### config.mk
export PLATFORM = sky130hd
export DESIGN_NAME = spr_top
export DESIGN_NICKNAME = d
export VERILOG_FILES = /design/src/spr_pkg.sv /design/src/spr_eval.sv /design/src/spr_line_buf.sv /design/src/spr_fetch.sv /design/src/spr_pixel_mux.sv /design/src/spr_top.sv
export SDC_FILE = /design/constraint.sdc
export NUM_CORES = 2
export LEC_CHECK = 0
export ABC_AREA = 1
export BUFFER_PORTS_ARGS = -buffer_cell sky130_fd_sc_hd__buf_2
export CAP_MARGIN = 30
export CORE_UTILIZATION = 45
export DETAILED_ROUTE_END_ITERATION = 6
export PLACE_DENSITY_LB_ADDON = 0.08
export SLEW_MARGIN = 20
export SYNTH_ARGS = -nofsm -noshare
export SYNTH_HDL_FRONTEND = slang
export SYNTH_HIERARCHICAL = 1
export SYNTH_SLANG_ARGS = --single-unit
### constraint.sdc
create_clock -name clk_in -period 5.35 [get_ports clk_in]
set_input_delay 1.07 -clock clk_in [delete_from_list [all_inputs] [get_ports clk_in]]
set_output_delay 1.07 -clock clk_in [all_outputs]
set_load 0.01 [all_outputs]
### src/spr_pkg.sv
// screen constants and record types for the sprite unit; objects are 8x8 only, 64 objects in OAM
package spr_pkg;

  ////////////////////////////////////////////////////////////
  // screen and buffer constants
  ////////////////////////////////////////////////////////////
  localparam int SPR_PER_LINE  = 8;    // line buffer depth, also number of output slots
  localparam int OAM_BYTES     = 256;  // 64 objects, 4 bytes each
  localparam int VISIBLE_LINES = 240;
  localparam int FETCH_START   = 256;  // pattern fetch begins here, evaluation ends here
  localparam int FETCH_END     = 320;  // line buffer count clears on this column
  localparam int COORD_W       = 10;

  typedef logic [COORD_W-1:0] coord_t;

  // screen position from the outside timing generator
  typedef struct packed {
    coord_t x;
    coord_t y;
    coord_t y_next;     // line being evaluated / fetched
    logic   pix_pulse;  // one clock just before x advances
  } scan_t;

  // one selected object, as kept in the line buffer
  typedef struct packed {
    logic       primary;  // oam entry 0
    logic [7:0] tile;
    logic [7:0] x;
    logic [1:0] palette;
    logic       prio;     // 1 puts the object behind the playfield
    logic       h_flip;
    logic [3:0] row;      // row inside the object, v flip already applied
  } line_entry_t;

  // fetched object ready for output, one per slot
  typedef struct packed {
    logic       primary;
    logic       prio;
    logic [1:0] palette;
    logic [7:0] plane1;
    logic [7:0] plane0;   // pixel 0 sits in bit 0
    logic [7:0] x;
  } slot_t;

  // final sprite pixel
  typedef struct packed {
    logic       primary;
    logic       prio;
    logic [3:0] index;    // palette bits, then plane 1, plane 0
  } pixel_t;

endpackage

### src/spr_eval.sv
// OAM storage and per-line object evaluation; host writes land next edge, reads are combinational
`timescale 1ns/1ps

module spr_eval
(
  input  logic                 clk_in,
  input  logic                 rst_in,
  input  logic                 en,
  input  spr_pkg::scan_t       scan,
  input  logic [7:0]           oam_addr,
  input  logic [7:0]           oam_wdata,
  input  logic                 oam_wr,
  input  logic                 full,        // from the line buffer
  output logic [7:0]           oam_rdata,
  output logic                 push,
  output spr_pkg::line_entry_t push_entry,
  output logic                 overflow     // 8 objects hit on some line this frame
);

  // byte 0 y minus one, byte 1 tile, byte 2 attributes, byte 3 x
  logic [7:0] oam_mem [spr_pkg::OAM_BYTES];

  logic [5:0]      obj_idx;
  logic [7:0]      obj_y;
  logic [7:0]      obj_tile;
  logic [7:0]      obj_attr;
  logic [7:0]      obj_x;
  spr_pkg::coord_t obj_top;
  spr_pkg::coord_t row_diff;
  logic            in_rng;
  logic            eval_slot;

  always_ff @(posedge clk_in)
  begin
    if (oam_wr)
      oam_mem[oam_addr] <= oam_wdata;
  end

  assign oam_rdata = oam_mem[oam_addr];

  ////////////////////////////////////////////////////////////
  // object decode, one object per 4 columns
  ////////////////////////////////////////////////////////////
  assign obj_idx  = scan.x[7:2];
  assign obj_y    = oam_mem[{obj_idx, 2'd0}];
  assign obj_tile = oam_mem[{obj_idx, 2'd1}];
  assign obj_attr = oam_mem[{obj_idx, 2'd2}];
  assign obj_x    = oam_mem[{obj_idx, 2'd3}];

  assign obj_top  = {2'b00, obj_y} + 10'd1;    // no wrap, y of 255 never shows
  assign row_diff = scan.y_next - obj_top;
  assign in_rng   = (row_diff < 10'd8);        // wraps high when above the object

  assign eval_slot = en && scan.pix_pulse
                     && (scan.y_next < spr_pkg::VISIBLE_LINES)
                     && (scan.x < spr_pkg::FETCH_START)
                     && (scan.x[1:0] == 2'd0);

  // objects past the eighth are simply skipped
  assign push = eval_slot && in_rng && !full;

  always_comb
  begin
    push_entry.primary = (obj_idx == 6'd0);
    push_entry.tile    = obj_tile;
    push_entry.x       = obj_x;
    push_entry.palette = obj_attr[1:0];
    push_entry.prio    = obj_attr[5];
    push_entry.h_flip  = obj_attr[6];
    // v flip mirrors the row within the 8 line object
    push_entry.row     = obj_attr[7] ? {1'b0, ~row_diff[2:0]} : row_diff[3:0];
  end

  // sticky for the frame, cleared at the frame start column
  always_ff @(posedge clk_in)
  begin
    if (rst_in)
      overflow <= 1'b0;
    else if ((scan.x == '0) && (scan.y_next == '0))
      overflow <= 1'b0;
    else if (full)
      overflow <= 1'b1;
  end

  // the buffer only fills through pushes from here
  a_full_after_push : assert property (
    @(posedge clk_in) disable iff (rst_in) $rose(full) |-> $past(push)
  ) else $error("line buffer filled without a push");

endmodule

### src/spr_line_buf.sv
// holds up to 8 selected objects for the next line; count clears at the end-of-fetch pulse
`timescale 1ns/1ps

module spr_line_buf
(
  input  logic                 clk_in,
  input  logic                 rst_in,
  input  spr_pkg::scan_t       scan,
  input  logic                 push,
  input  spr_pkg::line_entry_t push_entry,
  input  logic [2:0]           rd_idx,
  output logic                 full,
  output spr_pkg::line_entry_t rd_entry,
  output logic                 rd_valid
);

  spr_pkg::line_entry_t entry_mem [spr_pkg::SPR_PER_LINE];

  logic [3:0] count;     // 0 to 8 entries
  logic       line_end;

  assign line_end = scan.pix_pulse
                    && (scan.x == spr_pkg::FETCH_END)
                    && (scan.y_next < spr_pkg::VISIBLE_LINES);

  // entries are written at the current fill position
  always_ff @(posedge clk_in)
  begin
    if (push)
      entry_mem[count[2:0]] <= push_entry;
  end

  always_ff @(posedge clk_in)
  begin
    if (rst_in)
      count <= '0;
    else if (line_end)
      count <= '0;          // fetch is done with this line
    else if (push)
      count <= count + 4'd1;
  end

  assign full     = (count == spr_pkg::SPR_PER_LINE);
  assign rd_entry = entry_mem[rd_idx];
  assign rd_valid = ({1'b0, rd_idx} < count);

  // relies on the evaluator honouring full
  a_count_bound : assert property (
    @(posedge clk_in) disable iff (rst_in) count <= spr_pkg::SPR_PER_LINE
  ) else $error("line buffer count above %0d", spr_pkg::SPR_PER_LINE);

endmodule

### src/spr_fetch.sv
// pattern fetch for 8 slots, 8 columns each; vram data must arrive in the same clock as the address
`timescale 1ns/1ps

module spr_fetch
(
  input  logic                 clk_in,
  input  logic                 rst_in,
  input  logic                 en,
  input  logic                 pt_sel,      // pattern table select
  input  spr_pkg::scan_t       scan,
  input  spr_pkg::line_entry_t rd_entry,
  input  logic                 rd_valid,
  input  logic [7:0]           vram_rdata,
  output logic [2:0]           rd_idx,
  output logic [13:0]          vram_addr,
  output logic                 vram_req,
  output logic                 slot_wr,
  output logic [2:0]           slot_idx,
  output spr_pkg::slot_t       slot_data
);

  logic       in_window;
  logic [1:0] sub_phase;    // 0 plane 0, 1 plane 1, 2 slot write
  logic [7:0] byte_ordered;
  logic [7:0] plane0_q;
  logic [7:0] plane1_q;

  function automatic logic [7:0] rev8(input logic [7:0] b);
    logic [7:0] r;
    for (int i = 0; i < 8; i++)
      r[i] = b[7 - i];
    return r;
  endfunction

  assign rd_idx    = scan.x[5:3];
  assign sub_phase = scan.x[2:1];
  assign in_window = en
                     && (scan.y_next < spr_pkg::VISIBLE_LINES)
                     && (scan.x >= spr_pkg::FETCH_START)
                     && (scan.x < spr_pkg::FETCH_END);

  // 32 bytes per tile, plane bit above the row
  assign vram_addr = {pt_sel, rd_entry.tile, scan.x[1], rd_entry.row};
  assign vram_req  = in_window && rd_valid && !scan.x[2];

  // pattern bytes hold the leftmost pixel in bit 7
  assign byte_ordered = rd_entry.h_flip ? vram_rdata : rev8(vram_rdata);

  ////////////////////////////////////////////////////////////
  // plane capture, last clock of each read sub-phase
  ////////////////////////////////////////////////////////////
  always_ff @(posedge clk_in)
  begin
    if (vram_req && scan.pix_pulse && scan.x[0])
    begin
      if (sub_phase == 2'd0)
        plane0_q <= byte_ordered;
      else
        plane1_q <= byte_ordered;
    end
  end

  assign slot_wr  = in_window && scan.pix_pulse && (scan.x[2:0] == 3'b100);
  assign slot_idx = rd_idx;

  always_comb
  begin
    slot_data = '0;         // unused slots stay transparent
    if (rd_valid)
    begin
      slot_data.primary = rd_entry.primary;
      slot_data.prio    = rd_entry.prio;
      slot_data.palette = rd_entry.palette;
      slot_data.plane1  = plane1_q;
      slot_data.plane0  = plane0_q;
      slot_data.x       = rd_entry.x;
    end
  end

  // the line buffer entry must not move while a plane is being read
  a_addr_held : assert property (
    @(posedge clk_in) disable iff (rst_in)
      vram_req && !scan.pix_pulse |=> $stable(vram_addr)
  ) else $error("vram address changed inside a read column");

endmodule

### src/spr_pixel_mux.sv
// eight slot shifters with first-opaque select; slot x is matched against the full screen x
`timescale 1ns/1ps

module spr_pixel_mux
(
  input  logic           clk_in,
  input  logic           rst_in,
  input  logic           en,
  input  spr_pkg::scan_t scan,
  input  logic           slot_wr,
  input  logic [2:0]     slot_idx,
  input  spr_pkg::slot_t slot_data,
  output spr_pkg::pixel_t pixel
);

  spr_pkg::slot_t slot_mem [spr_pkg::SPR_PER_LINE];

  logic [7:0]                      plane0_sh [spr_pkg::SPR_PER_LINE];
  logic [7:0]                      plane1_sh [spr_pkg::SPR_PER_LINE];
  logic [spr_pkg::SPR_PER_LINE-1:0] opaque;
  logic                            scan_vis;

  assign scan_vis = en && (scan.y < spr_pkg::VISIBLE_LINES);

  // written during the previous line's fetch window
  always_ff @(posedge clk_in)
  begin
    if (slot_wr)
      slot_mem[slot_idx] <= slot_data;
  end

  ////////////////////////////////////////////////////////////
  // per slot plane shifters
  ////////////////////////////////////////////////////////////
  for (genvar i = 0; i < spr_pkg::SPR_PER_LINE; i++)
  begin : g_slot
    always_ff @(posedge clk_in)
    begin
      if (rst_in)
      begin
        plane0_sh[i] <= '0;
        plane1_sh[i] <= '0;
      end
      else if (scan_vis)
      begin
        if (scan.pix_pulse)
        begin
          plane0_sh[i] <= {1'b0, plane0_sh[i][7:1]};
          plane1_sh[i] <= {1'b0, plane1_sh[i][7:1]};
        end
        else if (scan.x == {2'b00, slot_mem[i].x})
        begin
          plane0_sh[i] <= slot_mem[i].plane0;   // object starts on this column
          plane1_sh[i] <= slot_mem[i].plane1;
        end
      end
    end

    assign opaque[i] = plane1_sh[i][0] | plane0_sh[i][0];
  end

  // lowest slot wins, so scan from the top down
  always_comb
  begin
    pixel = '0;
    for (int i = spr_pkg::SPR_PER_LINE - 1; i >= 0; i--)
    begin
      if (opaque[i])
      begin
        pixel.primary = slot_mem[i].primary;
        pixel.prio    = slot_mem[i].prio;
        pixel.index   = {slot_mem[i].palette, plane1_sh[i][0], plane0_sh[i][0]};
      end
    end
  end

endmodule

### src/spr_top.sv
// sprite unit top; screen timing and vram come from outside, vram data expected same clock
`timescale 1ns/1ps

module spr_top
(
  input  logic            clk_in,
  input  logic            rst_in,
  input  logic            en,
  input  logic            pt_sel,
  input  spr_pkg::scan_t  scan,
  input  logic [7:0]      oam_addr,
  input  logic [7:0]      oam_wdata,
  input  logic            oam_wr,
  input  logic [7:0]      vram_rdata,
  output logic [7:0]      oam_rdata,
  output logic            overflow,
  output spr_pkg::pixel_t pixel,
  output logic [13:0]     vram_addr,
  output logic            vram_req
);

  logic                 full;
  logic                 push;
  spr_pkg::line_entry_t push_entry;
  logic [2:0]           rd_idx;
  spr_pkg::line_entry_t rd_entry;
  logic                 rd_valid;
  logic                 slot_wr;
  logic [2:0]           slot_idx;
  spr_pkg::slot_t       slot_data;

  spr_eval u_eval
  (
    .clk_in     (clk_in),
    .rst_in     (rst_in),
    .en         (en),
    .scan       (scan),
    .oam_addr   (oam_addr),
    .oam_wdata  (oam_wdata),
    .oam_wr     (oam_wr),
    .full       (full),
    .oam_rdata  (oam_rdata),
    .push       (push),
    .push_entry (push_entry),
    .overflow   (overflow)
  );

  spr_line_buf u_line_buf
  (
    .clk_in     (clk_in),
    .rst_in     (rst_in),
    .scan       (scan),
    .push       (push),
    .push_entry (push_entry),
    .rd_idx     (rd_idx),
    .full       (full),
    .rd_entry   (rd_entry),
    .rd_valid   (rd_valid)
  );

  spr_fetch u_fetch
  (
    .clk_in     (clk_in),
    .rst_in     (rst_in),
    .en         (en),
    .pt_sel     (pt_sel),
    .scan       (scan),
    .rd_entry   (rd_entry),
    .rd_valid   (rd_valid),
    .vram_rdata (vram_rdata),
    .rd_idx     (rd_idx),
    .vram_addr  (vram_addr),
    .vram_req   (vram_req),
    .slot_wr    (slot_wr),
    .slot_idx   (slot_idx),
    .slot_data  (slot_data)
  );

  spr_pixel_mux u_pixel_mux
  (
    .clk_in     (clk_in),
    .rst_in     (rst_in),
    .en         (en),
    .scan       (scan),
    .slot_wr    (slot_wr),
    .slot_idx   (slot_idx),
    .slot_data  (slot_data),
    .pixel      (pixel)
  );

endmodule

Word-level counts from Yosys, hierarchy flattened. Memory sizes are Yosys's and may differ from the RTL's. Index checks and enable logic that the tools add are counted.

Flip-flop bits (word level): 21. RAM bits: 2600. Output and inout bits: 30. Word-level logic and storage cells: 197. Memories: 5.

Add/sub/neg operators: 3. Magnitude comparators: 7. Equal/unequal tests: 11. Muxes and demuxes: 95. Bitwise operators: 42. Reductions and logical operators: 30.

Memories: u_eval.oam_mem (depth 256, bits a word 8, read ports 5, clocked after Yosys merged registers in 0, write ports 1, RTL line spr_eval.sv:21) `logic [7:0] oam_mem [spr_pkg::OAM_BYTES];`; u_pixel_mux.slot_mem (depth 8, bits a word 28, read ports 8, clocked after Yosys merged registers in 0, write ports 1, RTL line spr_pixel_mux.sv:16) `spr_pkg::slot_t slot_mem [spr_pkg::SPR_PER_LINE];`; u_line_buf.entry_mem (depth 8, bits a word 25, read ports 1, clocked after Yosys merged registers in 0, write ports 1, RTL line spr_line_buf.sv:17) `spr_pkg::line_entry_t entry_mem [spr_pkg::SPR_PER_LINE];`; u_pixel_mux.plane0_sh (depth 8, bits a word 8, read ports 8, clocked after Yosys merged registers in 0, write ports 8, RTL line spr_pixel_mux.sv:18) `logic [7:0] plane0_sh [spr_pkg::SPR_PER_LINE];`; u_pixel_mux.plane1_sh (depth 8, bits a word 8, read ports 8, clocked after Yosys merged registers in 0, write ports 8, RTL line spr_pixel_mux.sv:19) `logic [7:0] plane1_sh [spr_pkg::SPR_PER_LINE];`.

Operator list (count): 8-bit two-way mux (33); 10-bit by 8-bit equality test with 1-bit output (8); 1-bit two-way mux (52); 6-bit two-way mux (8); 1-bit bitwise OR (40); 28-bit two-way mux (1); 10-bit logical NOT (2); 10-bit by 8-bit less-than comparator with 1-bit output (second input constant) (2); 10-bit by 9-bit less-than comparator with 1-bit output (second input constant) (2); 1-bit logical AND (19); 10-bit by 9-bit equality test with 1-bit output (second input constant) (1); 10-bit by 9-bit greater-or-equal comparator with 1-bit output (second input constant) (1); 10-bit by 4-bit less-than comparator with 1-bit output (second input constant) (1); 10-bit subtractor (1); 8-bit by 1-bit adder with 9-bit output (second input constant) (1); 6-bit logical NOT (1); 4-bit by 1-bit adder with 4-bit output (second input constant) (1); 4-bit equality test (second input constant) (1); 2-bit logical NOT (2); 3-bit by 4-bit less-than comparator with 1-bit output (1); 4-bit two-way mux (1); 2-bit AND reduction (2); 2-bit OR reduction (2); 3-bit equality test (second input constant) (1); 3 further kinds (4).

Longest topological paths before layout. An unclocked memory read counts as a cell.

Depth after elaboration: 10. Gate-level depth with buffers: 26.

By module. Netlist, hierarchy kept.

By module, submodules not included: spr_eval (instances 1, cells an instance 11130, area each 100789.2 um^2); spr_pixel_mux (instances 1, cells an instance 1009, area each 13963.4 um^2); spr_line_buf (instances 1, cells an instance 699, area each 8254.2 um^2); spr_fetch (instances 1, cells an instance 138, area each 1052.3 um^2).

Worst setup path before layout. OpenSTA, ideal clock, no wires.

Path kind: input -> register. Start: in scan[23] (netlist name). End: mem u_line_buf/entry_mem[7][0] (netlist name), enable pin. Setup time: 0.410 ns. Arrival time: 5.073 ns. Data required time: 4.940 ns. Setup slack: -0.133 ns. Stages on the path: 21. Cells stage by stage: buf_2 -> buf_4 -> buf_2 -> buf_2 -> a21oi_1 -> o21ai_0 -> o211ai_1 -> nand3_1 -> a21oi_1 -> o21a_1 -> nor2_1 -> ha_1 -> fa_1 -> nand3_1 -> nand2_1 -> xor2_1 -> nor3_1 -> nand4_1 -> nor2_1 -> nand2_1 -> nor2_1.

Word-level cells in the longest chain between the ends: 8. Elaborated cells on any way between the ends: 11. Classes of those cells: 2 x add/sub; 2 x order compare; 2 x mux; 4 x reduce/logical; 1 x memory.

RTL lines: start: declaration (RTL line spr_top.sv:10) `input spr_pkg::scan_t scan,`; memory 256 x 8 bit; 8-bit by 1-bit adder with 9-bit output (RTL line spr_eval.sv:50) `assign obj_top = {2'b00, obj_y} + 10'd1;`; 10-bit subtractor (RTL line spr_eval.sv:51) `assign row_diff = scan.y_next - obj_top;`; 10-bit by 4-bit less-than comparator with 1-bit output (RTL line spr_eval.sv:52) `assign in_rng = (row_diff < 10'd8);`; 1-bit logical AND (*) (2 in a row) (RTL line spr_eval.sv:60) `assign push = eval_slot && in_rng && !full;`; net push (RTL line spr_top.sv:23) `logic push;`; 1-bit two-way mux (*) (RTL line spr_line_buf.sv:29) `if (push)`; 1-bit two-way mux (not written as such) (*) (RTL line spr_line_buf.sv:30) `entry_mem[count[2:0]] <= push_entry;`; end: declaration (RTL line spr_line_buf.sv:17).

Mark *: on every way through the listed nets, which the timed path passes. The rest lies on a longest branch.

Worst setup path after layout.
Start: in oam_addr[0]. End: out oam_rdata[6].

Word-level cells in the longest chain between the ends: 1.

RTL lines: start: declaration (RTL line spr_top.sv:11) `input logic [7:0] oam_addr,`; memory 256 x 8 bit; end: declaration (RTL line spr_top.sv:15) `output logic [7:0] oam_rdata,`.

Every way passes these cells.

==> flow_summary_export.csv <==
group,metric,value,unit
outcome,status,"complete, but fails checks",
outcome,violations,"design-rule violations",
yosys,synth_fa_ha_area_share,0.1372,%
final_layout,drive_gt1_share,10.70,%
timing,fmax,0.1889,GHz
global_routing,grt_start_max_net_pins,113,
floorplan,die_w,527.1,um
route,drtPass1Iterations,7,
floorplan,coreArea,273900,um^2
power_and_ir_drop,powerDensity,337.2,nW/um^2
critical_path,startpoint,"oam_addr[0]",
clocking,hold_buffers,0,
critical_path,crit_end,"oam_rdata[6]",
timing,slew-limit-headroom,30.48,%
timing,hold_slack,0.5008,ns
yosys,synthDistinctLibCells,51,
place,hpwl,346400,um
global_routing,grt_usage,35.34,%
timing,rsz0062_at_grt,"no",
yosys,synthMuxAreaShare,0.05648,%
yosys,yosysTopAreaCell,"edfxtp_1",
yosys,yosysTopAreaCellShare,63.32,%
place,io_buffers,83,
clocking,cts_htree_levels,5,
route,drtAntennaViolNets,0,
timing,skew,0.04422,ns
yosys,synth.area.top_cells,"edfxtp_1, nand2_1, o21ai_0",
critical_path,start_kind,"input port",
yosys,avgSynthCellArea,9.561,um^2
critical_path,crit_type,"input port to output pin",
yosys,synthXorXnorAreaFrac,0.4942,%
yosys,synth_top_family_by_area,"simple AND/OR/NAND/NOR gates",
global_routing,grt_overflow,0,
critical_path,crit_fanout,35,
route,routed_wl,502000,um
power_and_ir_drop,clkPwrFrac,43.2,%
yosys,synth_cells,12980,
global_routing,grt_pass1_wl,700100,um
clocking,cts_sinks,2621,
route,drc_errors,4,
critical_path,arrival,4.22,ns
worst_hold_path,worstHoldStart,"vram_rdata[3]",
clocking,cts_buffer_depth,4,
clocking,cts_buffers,300,
route,drt_iter0_drc,13300,
global_routing,grt_pass1_vias,94470,
final_layout,final-instance-count-excl-fill,17150,
power_and_ir_drop,swShare,25.25,%
worst_hold_path,hp-class,"input port to flop",
yosys,synth-compound-area-share,10.27,%
final_layout,finalNetCount,13380,
critical_path,timing.rr.end,"u_line_buf/entry_mem[3][6]$_DFFE_PP_",
route,vias,100400,
floorplan,start_util,45.30,%
route,viasPerCell,5.855,
final_layout,final_cell_mix,"nand2_1, edfxtp_1, o21ai_0",
clocking,clock-root-buffer,"clkbuf_16",
timing,finalCritPeriodShare,98.94,%
timing,slew_violations,0,
critical_path,r2r_slack,0.44,ns
route,routedWlPerCell,29.28,um
yosys,synth_simple_gate_area_share,20.50,%
yosys,ys_seq_elements,2621,
power_and_ir_drop,p_int,0.03597,W
global_routing,antenna_found_initial,21,
yosys,synth_edf_count,2616,
critical_path,crit_required,4.28,ns
run,drv_cap,0,
timing,worst_pin_slew,1.039,ns
place,place_inst,16570,
clocking,cts_tree,"yes",
floorplan,num_rows,192,
power_and_ir_drop,vdd_drop_max,293.7,uV
yosys,ys.flop_type,"edfxtp_1",
floorplan,io_pins,90,
critical_path,r2r_start,"u_eval/oam_mem[252][0]$_DFFE_PP_",
clocking,path_clk_slew,0.06,ns
power_and_ir_drop,switchingPower,0.01215,W
power_and_ir_drop,sequentialPowerShare,47.3,%
yosys,synth_nets,13050,
timing,min_period,5.293,ns
yosys,yosysSeqAreaShare,63.40,%
power_and_ir_drop,cellLeakagePower,54.99,nW
floorplan,dieArea,277800,um^2
power_and_ir_drop,pwr-share-comb,9.6,%
yosys,ys_async_sr_fraction,0,%
place,routabilityCongestion,0.9901,
timing,finalSetupViolCount,0,
floorplan,chipHeight,527.1,um
yosys,syn-cell-area,124100,um^2
timing,tns,0,ns
timing,hold_viol,0,
final_layout,area_growth,15.00,%
clocking,clock_latency,0.92,ns
critical_path,worstSetupEndpointType,"output pin",
yosys,yosysWarnings,6,
critical_path,worst-r2r-cell-count,21,
final_layout,layout_commonest_cell,"nand2_1",
## routing by layer
metal	global-route usage, %	share of wire, %
met5	0.2424	0.010
met4	17.65	5.8
met3	7.342	9.6
met2	54.48	45
met1	47.35	40
## area by class of cell
cell class | count | area (um^2)
repair buffers | 888 | 8274
diodes | 8 | 20.02
inverters | 580 | 2232
fillers | 24970 | 131200
clock buffers | 365 | 7836
flip-flops and latches | 2621 | 78660
multi-input cells | 8914 | 39230
well taps | 3589 | 4491
clock inverters | 180 | 1927
## cell families (layout without fill, tap and decap cells)
| group | Yosys count | count (layout) |
|---|---|---|
| other | 0 | 8 |
| adders and majority gates | 13 | 13 |
| xor gates and xnor gates | 70 | 70 |
| buffers and inverters | 1441 | 2013 |
| DFF | 2621 | 2621 |
| muxes | 7 | 7 |
| AOI/OAI and AO/OA | 2315 | 2315 |
| and+or+nand+nor | 6509 | 6509 |
## metrics by stage
stage                     instance area, um^2  power (W)  utilization, %  setup WS, ns
final                                  142700    0.04811           52.09       0.05694
after global routing                   142700    0.04933           52.09       0.01365
after CTS                              142500    0.04827           52.03        0.1392
after detailed placement               132700    0.02766           48.46       -0.7683
after global placement                 132500    0.02764           48.39       -0.8489
after floorplan                        124100    0.02529               -       -0.1054
## sequential cells by signal, indices dropped and copies added (netlist names)
| name | flops |
|---|---|
| u_pixel_mux/plane0_sh | 64 |
| u_pixel_mux/plane1_sh | 64 |
| u_eval/oam_mem | 2048 |
| u_line_buf/count | 4 |
| u_fetch/plane1_q | 8 |
| u_pixel_mux/slot_mem | 224 |
| u_fetch/plane0_q | 8 |
| u_line_buf/entry_mem | 200 |
| u_eval/overflow | 1 |
## power by group through the flow
stage	Sequential, W	Clock, W	Combinational (W)
floorplan	0.0232	0	0.00212
global placement	0.0232	0	0.00447
detailed placement	0.0232	0	0.00448
CTS	0.0227	0.0210	0.00449
global route	0.0227	0.0218	0.00482
finish	0.0227	0.0208	0.00460
## cell usage after synthesis (57+ instances only)
cell / number
a21oi_1: 390
buf_1: 70
buf_2: 360
buf_4: 64
clkbuf_1: 327
edfxtp_1: 2616
inv_1: 563
nand2_1: 4595
nand3_1: 435
nand4_1: 90
nor2_1: 1317
o211ai_1: 183
o21ai_0: 1315
o21ai_1: 132
o221ai_1: 57
o22ai_1: 144
## worst max-delay path: stages
cell,delay [ns]
buf_8,0.28
nor2_4,0.10
buf_12,0.21
buf_4,0.24
buf_4,0.18
a21oi_1,0.14
nand2_1,0.07
nand2_1,0.07
nand2_1,0.06
nor2_1,0.22
nor2_1,0.15
nor2_1,0.45
nand2_1,0.11
nor2_1,0.26
nand3_1,0.17
buf_12,0.18
buf_2,0.14
## worst min path at each step
stage                                                            to  cells past startpoint
after detailed placement  u_pixel_mux/plane1_sh[2][6]$_SDFFCE_PN0P_                      2
final                                 u_fetch/plane1_q[3]$_DFFE_PP_                      3
after floorplan           u_pixel_mux/plane0_sh[1][0]$_SDFFCE_PN0P_                      2
after global routing                  u_fetch/plane1_q[3]$_DFFE_PP_                      3
after CTS                             u_fetch/plane0_q[3]$_DFFE_PP_                      3
after global placement    u_pixel_mux/plane1_sh[2][1]$_SDFFCE_PN0P_                      2
## timing repair
action,in CTS,in global routing
resized for setup,0,5
setup endpoints to repair,0,157
setup buffers,0,0
Note: power is estimated with default switching activity, not from simulation.
